<file path="src/nextorPkg.sv">
/* shared types for the Nextor cartridge: host bus, RAM port, SPI access
   and reply structs, plus the mapper address constants */
package nextorPkg;

    // widths with a meaning on the host side
    typedef logic [15:0] busAddrT;
    typedef logic [7:0]  busDataT;

    // byte address into shared RAM (2 MB)
    typedef logic [20:0] ramAddrT;

    // one 8 KB bank register
    typedef logic [7:0]  bankT;

    // SPI register select, decoded from the TF window offset
    typedef enum logic [1:0] {
        spiData   = 2'd0,
        spiCtrl   = 2'd1,
        spiStatus = 2'd2,
        spiNone   = 2'd3
    } spiRegT;

    // host request, fields held until ack
    typedef struct packed {
        logic    stb;
        logic    write;
        logic    slotSel;
        busAddrT addr;
        busDataT wrData;
    } busReqT;

    // cartridge reply, ack is one cycle
    typedef struct packed {
        logic    ack;
        busDataT rdData;
    } busRspT;

    // read request toward shared RAM
    typedef struct packed {
        logic    stb;
        ramAddrT addr;
    } ramReqT;

    // RAM reply after a variable latency
    typedef struct packed {
        logic    ack;
        busDataT rdData;
    } ramRspT;

    // mapper to SPI controller register access
    typedef struct packed {
        logic    stb;
        logic    write;
        spiRegT  regSel;
        busDataT wrData;
    } spiReqT;

    // one source's reply into the responder
    typedef struct packed {
        logic    valid;
        busDataT data;
    } srcRspT;

    // bank registers decode on the top five address bits
    localparam busAddrT bankRegMask  = 16'hf800;
    localparam busAddrT bank0RegAddr = 16'h6000;
    localparam busAddrT bank1RegAddr = 16'h6800;

    // bank 0 value that swaps the TF port into 4000h-5FFFh
    localparam bankT tfBankSel = 8'h40;

endpackage

</file>
<file path="src/busResponder.sv">
/* reply merger: picks the valid source and registers the host ack */
`timescale 1ns/1ps

module busResponder (
    input  logic               CLK,
    input  logic               rstN,
    input  nextorPkg::srcRspT  directRsp,
    input  nextorPkg::srcRspT  ramRsp,
    input  nextorPkg::srcRspT  spiRsp,
    output nextorPkg::busRspT  busRsp
);
    import nextorPkg::*;

    logic    anyValid;
    busDataT selData;
    logic    ackQ;
    busDataT dataQ;

    // only one source is valid in any cycle
    always_comb begin
        anyValid = directRsp.valid || ramRsp.valid || spiRsp.valid;
        if (ramRsp.valid) begin
            selData = ramRsp.data;
        end else if (spiRsp.valid) begin
            selData = spiRsp.data;
        end else if (directRsp.valid) begin
            selData = directRsp.data;
        end else begin
            // open bus floats high
            selData = 8'hff;
        end
    end

    always_ff @(posedge CLK or negedge rstN) begin
        if (!rstN) begin
            ackQ  <= 1'b0;
            dataQ <= 8'hff;
        end else begin
            ackQ  <= anyValid;
            dataQ <= selData;
        end
    end

    assign busRsp = '{ack: ackQ, rdData: dataQ};

endmodule

</file>
<file path="src/megaromMapper.sv">
/* 8 KB two-bank megaROM mapper: bank registers, write protect and
   routing of each host cycle to RAM, the TF SPI port or a direct reply */
`timescale 1ns/1ps

module megaromMapper #(
    parameter nextorPkg::ramAddrT ramBase = '0
) (
    input  logic               CLK,
    input  logic               rstN,
    input  nextorPkg::busReqT  busReq,
    output nextorPkg::ramReqT  ramRead,
    output nextorPkg::spiReqT  spiReq,
    output nextorPkg::srcRspT  directRsp
);
    import nextorPkg::*;

    // captured host request, fields stay valid until the reply
    busReqT      reqQ;
    logic        stbQ;

    bankT        bank0;
    bankT        bank1;

    // decode of the captured request
    logic [12:0] offset;
    logic        tfMapped;
    spiRegT      spiSel;
    logic        spiHit;
    logic        ramHit;
    logic        bank0Wr;
    logic        bank1Wr;
    logic        direct;

    // second stage for the direct reply, lines it up with the SPI reply
    logic        directQ;

    // stage 1: latch the strobe and its payload
    always_ff @(posedge CLK or negedge rstN) begin
        if (!rstN) begin
            stbQ <= 1'b0;
        end else begin
            stbQ <= busReq.stb;
        end
    end

    always_ff @(posedge CLK) begin
        if (busReq.stb) begin
            reqQ <= busReq;
        end
    end

    always_comb begin
        offset = reqQ.addr[12:0];
        // TF port replaces the lower window while bank 0 holds 40h
        tfMapped = (bank0 == tfBankSel) && (reqQ.addr[15:13] == 3'b010);

        // 1C00h-1DFFh data port, 1E00h control, 1E01h status
        if (offset[12:9] == 4'he) begin
            spiSel = spiData;
        end else if (offset == 13'h1e00) begin
            spiSel = spiCtrl;
        end else if (offset == 13'h1e01) begin
            spiSel = spiStatus;
        end else begin
            spiSel = spiNone;
        end

        spiHit = stbQ && reqQ.slotSel && tfMapped && (spiSel != spiNone);

        // ROM reads in 4000h-7FFFh, 8000h-BFFFh is disabled
        ramHit = stbQ && reqQ.slotSel && !reqQ.write && !tfMapped
            && (reqQ.addr[15:14] == 2'b01);

        bank0Wr = stbQ && reqQ.slotSel && reqQ.write
            && ((reqQ.addr & bankRegMask) == bank0RegAddr);
        bank1Wr = stbQ && reqQ.slotSel && reqQ.write
            && ((reqQ.addr & bankRegMask) == bank1RegAddr);

        // everything else answers here: bank writes, protected writes,
        // unmapped reads and cycles for another slot
        direct = stbQ && !spiHit && !ramHit;
    end

    // bank registers
    always_ff @(posedge CLK or negedge rstN) begin
        if (!rstN) begin
            bank0 <= '0;
            bank1 <= '0;
        end else begin
            if (bank0Wr) begin
                bank0 <= reqQ.wrData;
            end
            if (bank1Wr) begin
                bank1 <= reqQ.wrData;
            end
        end
    end

    always_ff @(posedge CLK or negedge rstN) begin
        if (!rstN) begin
            directQ <= 1'b0;
        end else begin
            directQ <= direct;
        end
    end

    // RAM byte = base + bank * 2000h + offset
    assign ramRead = '{
        stb:  ramHit,
        addr: ramBase + ramAddrT'({(reqQ.addr[13] ? bank1 : bank0), offset})
    };

    assign spiReq = '{
        stb:    spiHit,
        write:  reqQ.write,
        regSel: spiSel,
        wrData: reqQ.wrData
    };

    // open bus level for every direct reply
    assign directRsp = '{valid: directQ, data: 8'hff};

endmodule

</file>
<file path="src/nextorCartridge.sv">
/* Nextor cartridge top: mapper, RAM port, TF SPI controller and responder */
`timescale 1ns/1ps

module nextorCartridge #(
    parameter nextorPkg::ramAddrT ramBase   = 21'h100000,
    parameter int                 spiClkDiv = 2
) (
    input  logic               CLK,
    input  logic               rstN,
    input  nextorPkg::busReqT  busReq,
    output nextorPkg::busRspT  busRsp,
    output nextorPkg::ramReqT  ramReq,
    input  nextorPkg::ramRspT  ramRsp,
    output logic               sdClk,
    output logic               sdMosi,
    input  logic               sdMiso,
    output logic               sdCsN,
    output logic               led
);
    import nextorPkg::*;

    // mapper outputs
    ramReqT ramRead;
    spiReqT spiReq;
    srcRspT directRsp;

    // replies into the responder
    srcRspT ramSrc;
    srcRspT spiSrc;

    megaromMapper #(
        .ramBase(ramBase)
    ) mapper0 (
        .CLK(CLK),
        .rstN(rstN),
        .busReq(busReq),
        .ramRead(ramRead),
        .spiReq(spiReq),
        .directRsp(directRsp)
    );

    ramPort ramPort0 (
        .CLK(CLK),
        .rstN(rstN),
        .readReq(ramRead),
        .ramReq(ramReq),
        .ramRsp(ramRsp),
        .rsp(ramSrc)
    );

    // TF card lives behind bank 0 = 40h
    tfSpiController #(
        .spiClkDiv(spiClkDiv)
    ) tfSpi0 (
        .CLK(CLK),
        .rstN(rstN),
        .spiReq(spiReq),
        .rsp(spiSrc),
        .sdClk(sdClk),
        .sdMosi(sdMosi),
        .sdMiso(sdMiso),
        .sdCsN(sdCsN),
        .led(led)
    );

    busResponder responder0 (
        .CLK(CLK),
        .rstN(rstN),
        .directRsp(directRsp),
        .ramRsp(ramSrc),
        .spiRsp(spiSrc),
        .busRsp(busRsp)
    );

endmodule

</file>
<file path="src/ramPort.sv">
/* RAM read sequencer: one outstanding read over the variable-latency
   RAM handshake, returned as a one-cycle reply */
`timescale 1ns/1ps

module ramPort (
    input  logic               CLK,
    input  logic               rstN,
    input  nextorPkg::ramReqT  readReq,
    output nextorPkg::ramReqT  ramReq,
    input  nextorPkg::ramRspT  ramRsp,
    output nextorPkg::srcRspT  rsp
);
    import nextorPkg::*;

    typedef enum logic {
        idle,
        waitAck
    } stateT;

    stateT   state;
    logic    stbQ;
    ramAddrT addrQ;
    logic    validQ;
    busDataT dataQ;

    always_ff @(posedge CLK or negedge rstN) begin
        if (!rstN) begin
            state  <= idle;
            stbQ   <= 1'b0;
            validQ <= 1'b0;
        end else begin
            // strobe and reply are single-cycle pulses
            stbQ   <= 1'b0;
            validQ <= 1'b0;
            case (state)
                idle: begin
                    if (readReq.stb) begin
                        stbQ  <= 1'b1;
                        state <= waitAck;
                    end
                end
                waitAck: begin
                    // RAM may take any number of cycles
                    if (ramRsp.ack) begin
                        validQ <= 1'b1;
                        state  <= idle;
                    end
                end
                default: state <= idle;
            endcase
        end
    end

    // address and returned byte
    always_ff @(posedge CLK) begin
        if (state == idle && readReq.stb) begin
            addrQ <= readReq.addr;
        end
        if (state == waitAck && ramRsp.ack) begin
            dataQ <= ramRsp.rdData;
        end
    end

    assign ramReq = '{stb: stbQ, addr: addrQ};
    assign rsp    = '{valid: validQ, data: dataQ};

endmodule

</file>
<file path="src/tfSpiController.sv">
/* memory-mapped mode-0 SPI master for the TF card with chip-select
   control, a busy status bit and the activity LED */
`timescale 1ns/1ps

module tfSpiController #(
    parameter int spiClkDiv = 2
) (
    input  logic               CLK,
    input  logic               rstN,
    input  nextorPkg::spiReqT  spiReq,
    output nextorPkg::srcRspT  rsp,
    output logic               sdClk,
    output logic               sdMosi,
    input  logic               sdMiso,
    output logic               sdCsN,
    output logic               led
);
    import nextorPkg::*;

    localparam int divW = (spiClkDiv > 1) ? $clog2(spiClkDiv) : 1;

    typedef enum logic {
        idle,
        shift
    } stateT;

    stateT           state;
    logic [divW-1:0] divCnt;
    logic [2:0]      bitCnt;
    logic [7:0]      shiftQ;
    logic            misoQ;
    logic            sdClkQ;
    logic            csQ;
    busDataT         rxByte;
    logic            busy;
    logic            halfDone;
    logic            startXfer;

    // register reply
    logic            validQ;
    busDataT         dataQ;

    assign busy     = (state == shift);
    assign halfDone = (divCnt == divW'(spiClkDiv - 1));
    // data writes while busy are dropped, host polls status
    assign startXfer = spiReq.stb && spiReq.write && (spiReq.regSel == spiData) && !busy;

    always_ff @(posedge CLK or negedge rstN) begin
        if (!rstN) begin
            state  <= idle;
            divCnt <= '0;
            bitCnt <= '0;
            shiftQ <= 8'hff;
            misoQ  <= 1'b0;
            sdClkQ <= 1'b0;
            rxByte <= 8'hff;
        end else begin
            case (state)
                idle: begin
                    if (startXfer) begin
                        // first bit on MOSI before the first rising edge
                        shiftQ <= spiReq.wrData;
                        divCnt <= '0;
                        bitCnt <= '0;
                        state  <= shift;
                    end
                end
                shift: begin
                    if (halfDone) begin
                        divCnt <= '0;
                        sdClkQ <= !sdClkQ;
                        if (!sdClkQ) begin
                            // rising edge, sample MISO
                            misoQ <= sdMiso;
                        end else begin
                            // falling edge, next bit out
                            shiftQ <= {shiftQ[6:0], misoQ};
                            bitCnt <= bitCnt + 3'd1;
                            if (bitCnt == 3'd7) begin
                                rxByte <= {shiftQ[6:0], misoQ};
                                state  <= idle;
                            end
                        end
                    end else begin
                        divCnt <= divCnt + divW'(1);
                    end
                end
                default: state <= idle;
            endcase
        end
    end

    // control register, bit 0 drives chip select
    always_ff @(posedge CLK or negedge rstN) begin
        if (!rstN) begin
            csQ <= 1'b0;
        end else if (spiReq.stb && spiReq.write && spiReq.regSel == spiCtrl) begin
            csQ <= spiReq.wrData[0];
        end
    end

    always_ff @(posedge CLK or negedge rstN) begin
        if (!rstN) begin
            validQ <= 1'b0;
        end else begin
            validQ <= spiReq.stb;
        end
    end

    always_ff @(posedge CLK) begin
        case (spiReq.regSel)
            spiData:   dataQ <= rxByte;
            spiCtrl:   dataQ <= {7'd0, csQ};
            spiStatus: dataQ <= {7'd0, busy};
            default:   dataQ <= 8'hff;
        endcase
    end

    assign rsp    = '{valid: validQ, data: dataQ};
    assign sdClk  = sdClkQ;
    assign sdMosi = shiftQ[7];
    assign sdCsN  = !csQ;
    // LED lit while the card is selected
    assign led    = csQ;

endmodule
</file>
<file path="config.mk">
export PLATFORM = sky130hd
export DESIGN_NAME = nextorCartridge
export DESIGN_NICKNAME = d
export VERILOG_FILES = /design/src/nextorPkg.sv /design/src/busResponder.sv /design/src/megaromMapper.sv /design/src/nextorCartridge.sv /design/src/ramPort.sv /design/src/tfSpiController.sv
export SDC_FILE = /design/constraint.sdc
export NUM_CORES = 1
export LEC_CHECK = 0
export ABC_AREA = 1
export BUFFER_PORTS_ARGS = -buffer_cell sky130_fd_sc_hd__buf_4
export CAP_MARGIN = 20
export CORE_MARGIN = 3
export CORE_UTILIZATION = 50
export DETAILED_ROUTE_END_ITERATION = 12
export GPL_TIMING_DRIVEN = 0
export PLACE_DENSITY_LB_ADDON = 0.1
export SKIP_CTS_REPAIR_TIMING = 1
export SLEW_MARGIN = 10
export SYNTH_ARGS = -nofsm -noshare
export SYNTH_HDL_FRONTEND = slang
export SYNTH_SLANG_ARGS = --single-unit
export TNS_END_PERCENT = 20
</file>
<file path="constraint.sdc">
create_clock -name CLK -period 2.3 [get_ports CLK]
set_clock_uncertainty 0.15 [all_clocks]
set_input_delay 0.46 -clock CLK [delete_from_list [all_inputs] [get_ports CLK]]
set_output_delay 0.46 -clock CLK [all_outputs]
set_load 0.02 [all_outputs]
</file>
==> flow_summary.yaml <==
status:
  status: "finished, final reports clean"
placement:
  port_buffers: 73
  place.gp.congestion: 0.807
  hpwl_um: 5980
yosys:
  yosys.area.top_type: "edfxtp_1"
  ys_ff_latch: 118
  synth_area_um2: 4460
  synth_most_common_cell: "nand2_1"
  async_flop_share_pct: 46.6
  synth_cells: 384
  avgSynthCellArea_um2: 11.6
  synthTopCellsByCount: "nand2_1, edfxtp_1, o21ai_0"
  synth-seq-area-share_pct: 72.1
  synth_warnings: 0
  synthDominantCellAreaShare_pct: 37.0
  synth_edf_count: 55
  synthDistinctLibCells: 30
  synthFlopType: "edfxtp_1"
  synth_nets: 425
  yosys-top-cells-area: "edfxtp_1, dfrtp_1, dfstp_2, nand2_1, o21ai_0"
sta:
  finalCriticalPeriod_ps: 2050
  worst_pin_slew_ps: 813
  worst_hold_slack_ps: 38.3
  slew_headroom_pct: 45.4
  post-route-period-util_pct: 89.2
  rsz0062_at_grt: "no"
  fmax_ghz: 0.487
  setup_viol: 0
  hold_viol_final: 0
  slew_violations: 0
  final.setup.tns_ps: 0
worst_setup_path:
  regToRegSetupSlack_ps: 250
  crit_required_ps: 2360
  cp_max_fo: 14
  r2r-start: "mapper0.reqQ[23]$_DFFE_PP_"
  r2r_end: "ramPort0.addrQ[13]$_DFFE_PP_"
  critPathLaunchType: "register"
  reg2regPathDepth: 6
  crit_path_end_kind: "register"
  critPathKind: "reg -> reg"
  cp.arrival_ps: 2110
clock_network:
  clock-root-buffer: "clkbuf_8"
  cts_buffers: 17
  path_clk_slew_ps: 60
  ctsHtreeMaxLevel: 4
  cts_tree: "built"
  clock_latency_ps: 500
  ctsLongestPathBuffers: 2
  cts_sinks: 118
routing:
  routed_wl_um: 9460
  first_pass_iters: 4
  avgViaCountPerCell: 4.92
  dr.first_iter.drc_count: 131
  wire_per_inst_um: 15.0
  ant_nets: 0
  vias: 3100
  drc: 0
power:
  power_density_nw_per_um2: 907
  vdd_drop_max_uv: 523
  leakage_uw: 0.00260
floorplanning:
  die_w_um: 100
  core_um2: 8420
  die_h_um: 100
  ioPinCount: 74
  die-area_um2: 10100
  rows: 33
  start_util_pct: 53.0
layout:
  areaGrowthSynthToFinish_pct: 36.4
  n_antenna_cell: 0
  nets: 553
  post_route_cells_drive_above_1_share_pct: 30.1
  post-route-util_pct: 72.3
hold_path:
  hold_class: "in -> reg"
  hold_end: "tfSpi0.misoQ$_DFFE_PN0P_"
  hp-start: "sdMiso"
  holdPathStages: 2
global_route:
  antenna_found_initial: 0
  grt_usage_pct: 19.0
  first_global_vias: 2940
  grt_max_degree: 56
  grt_pass1_wl_um: 14400
  grt-ovfl-total: 0
flow_run:
  max-cap-violations: 0
## routing by layer
metal / share of wire [%] / GRT usage [%] / vias up
li1: - / - / 1531
met1: 43 / 24.2 / 1476
met2: 52 / 31.7 / 78
met3: 3.8 / 3.88 / 15
met4: 1.7 / 8.08 / 0
met5: 0 / 0 / -
## power breakdown
| part | internal [uW] | leakage [uW] | switching (uW) |
|---|---|---|---|
| Clock | 1530 | 0.000290 | 998 |
| Sequential | 2420 | 0.00125 | 72.0 |
| Combinational | 213 | 0.00106 | 290 |
| Total | 4160 | 0.00260 | 1360 |
## critical path, stage by stage, from the launching register on
cell      delay (ps)
edfxtp_1         390
nor2_1           230
nand4_1          120
nor2_1           170
inv_1             80
nor2_2           370
buf_8            240
## per-stage QoR
step | setup slack, ps | total power (uW) | cells | instance area (um^2)
finish | 249 | 5520 | 630 | 6090
global route | 75.7 | 5730 | 630 | 6090
CTS | -153 | 5490 | 594 | 5720
detailed placement | -131 | 2980 | 562 | 5140
global placement | -83.6 | 2960 | 562 | 5140
floorplan | 350 | 2760 | 384 | 4460
## state kept, by name, summed over array words and instances (netlist names), 3 cells and up
signal            flops
ramPort0.addrQ       21
mapper0.reqQ          4
mapper0.bank1         8
mapper0.bank0         8
tfSpi0.rxByte         8
ramPort0.dataQ        8
tfSpi0.bitCnt         3
tfSpi0.shiftQ         8
tfSpi0.dataQ          8
mapper0.offset       13
responder0.dataQ      8
mapper0.spiReq        9
## logic make-up (layout without fill, tap and decap cells)
logic type               count (synthesis)  count (layout)  share of synthesized area (%)
AND/OR/NAND/NOR                        156             156                           14.8
flip-flops                             118             118                           72.1
AO/OA/AOI/OAI                           57              57                           7.21
buffers and inverters                   49             190                           4.74
adder cells (fa/ha/maj)                  2               2                          0.561
multiplexers                             2               2                          0.505
## layout make-up
cell class	count	area [um^2]
Sequential cell	118	3220
Fill cell	583	2340
Clock inverter	14	139
Buffer	12	72.6
Multi-Input combinational cell	217	1030
Tap cell	105	131
Inverter	37	139
Timing Repair Buffer	109	913
Clock buffer	18	439
## worst max-delay path by stage
stage | from | end | slack (ps)
5_1_grt | mapper0.reqQ[23]$_DFFE_PP_ | ramPort0.addrQ[12]$_DFFE_PP_ | 80
6_report | mapper0.reqQ[23]$_DFFE_PP_ | ramPort0.addrQ[13]$_DFFE_PP_ | 250
4_1_cts | mapper0.reqQ[23]$_DFFE_PP_ | ramPort0.addrQ[12]$_DFFE_PP_ | -150
3_5_place_dp | mapper0.reqQ[23]$_DFFE_PP_ | ramPort0.addrQ[18]$_DFFE_PP_ | -130
3_3_place_gp | mapper0.reqQ[23]$_DFFE_PP_ | ramPort0.addrQ[19]$_DFFE_PP_ | -80
2_1_floorplan | mapper0.reqQ[23]$_DFFE_PP_ | ramPort0.addrQ[0]$_DFFE_PP_ | 350
## cells in the final DEF, fill, tap and decap left out, drive strengths merged, types with 2 or more instances in the layout
cell type    synthesis  final
nand2              107    107
clkinv               0      6
nand3               17     17
nand3b               2      2
mux2                 2      2
clkbuf               5     23
edfxtp              55     55
nor2                25     25
inv                 37     44
nand4                2      2
dfstp               24     24
dfxtp                8      8
o21ai               54     54
buf                  7     81
ha                   2      2
dfrtp               31     31
dlygate4sd3          0     35
Power figures use the tool's default switching activity.
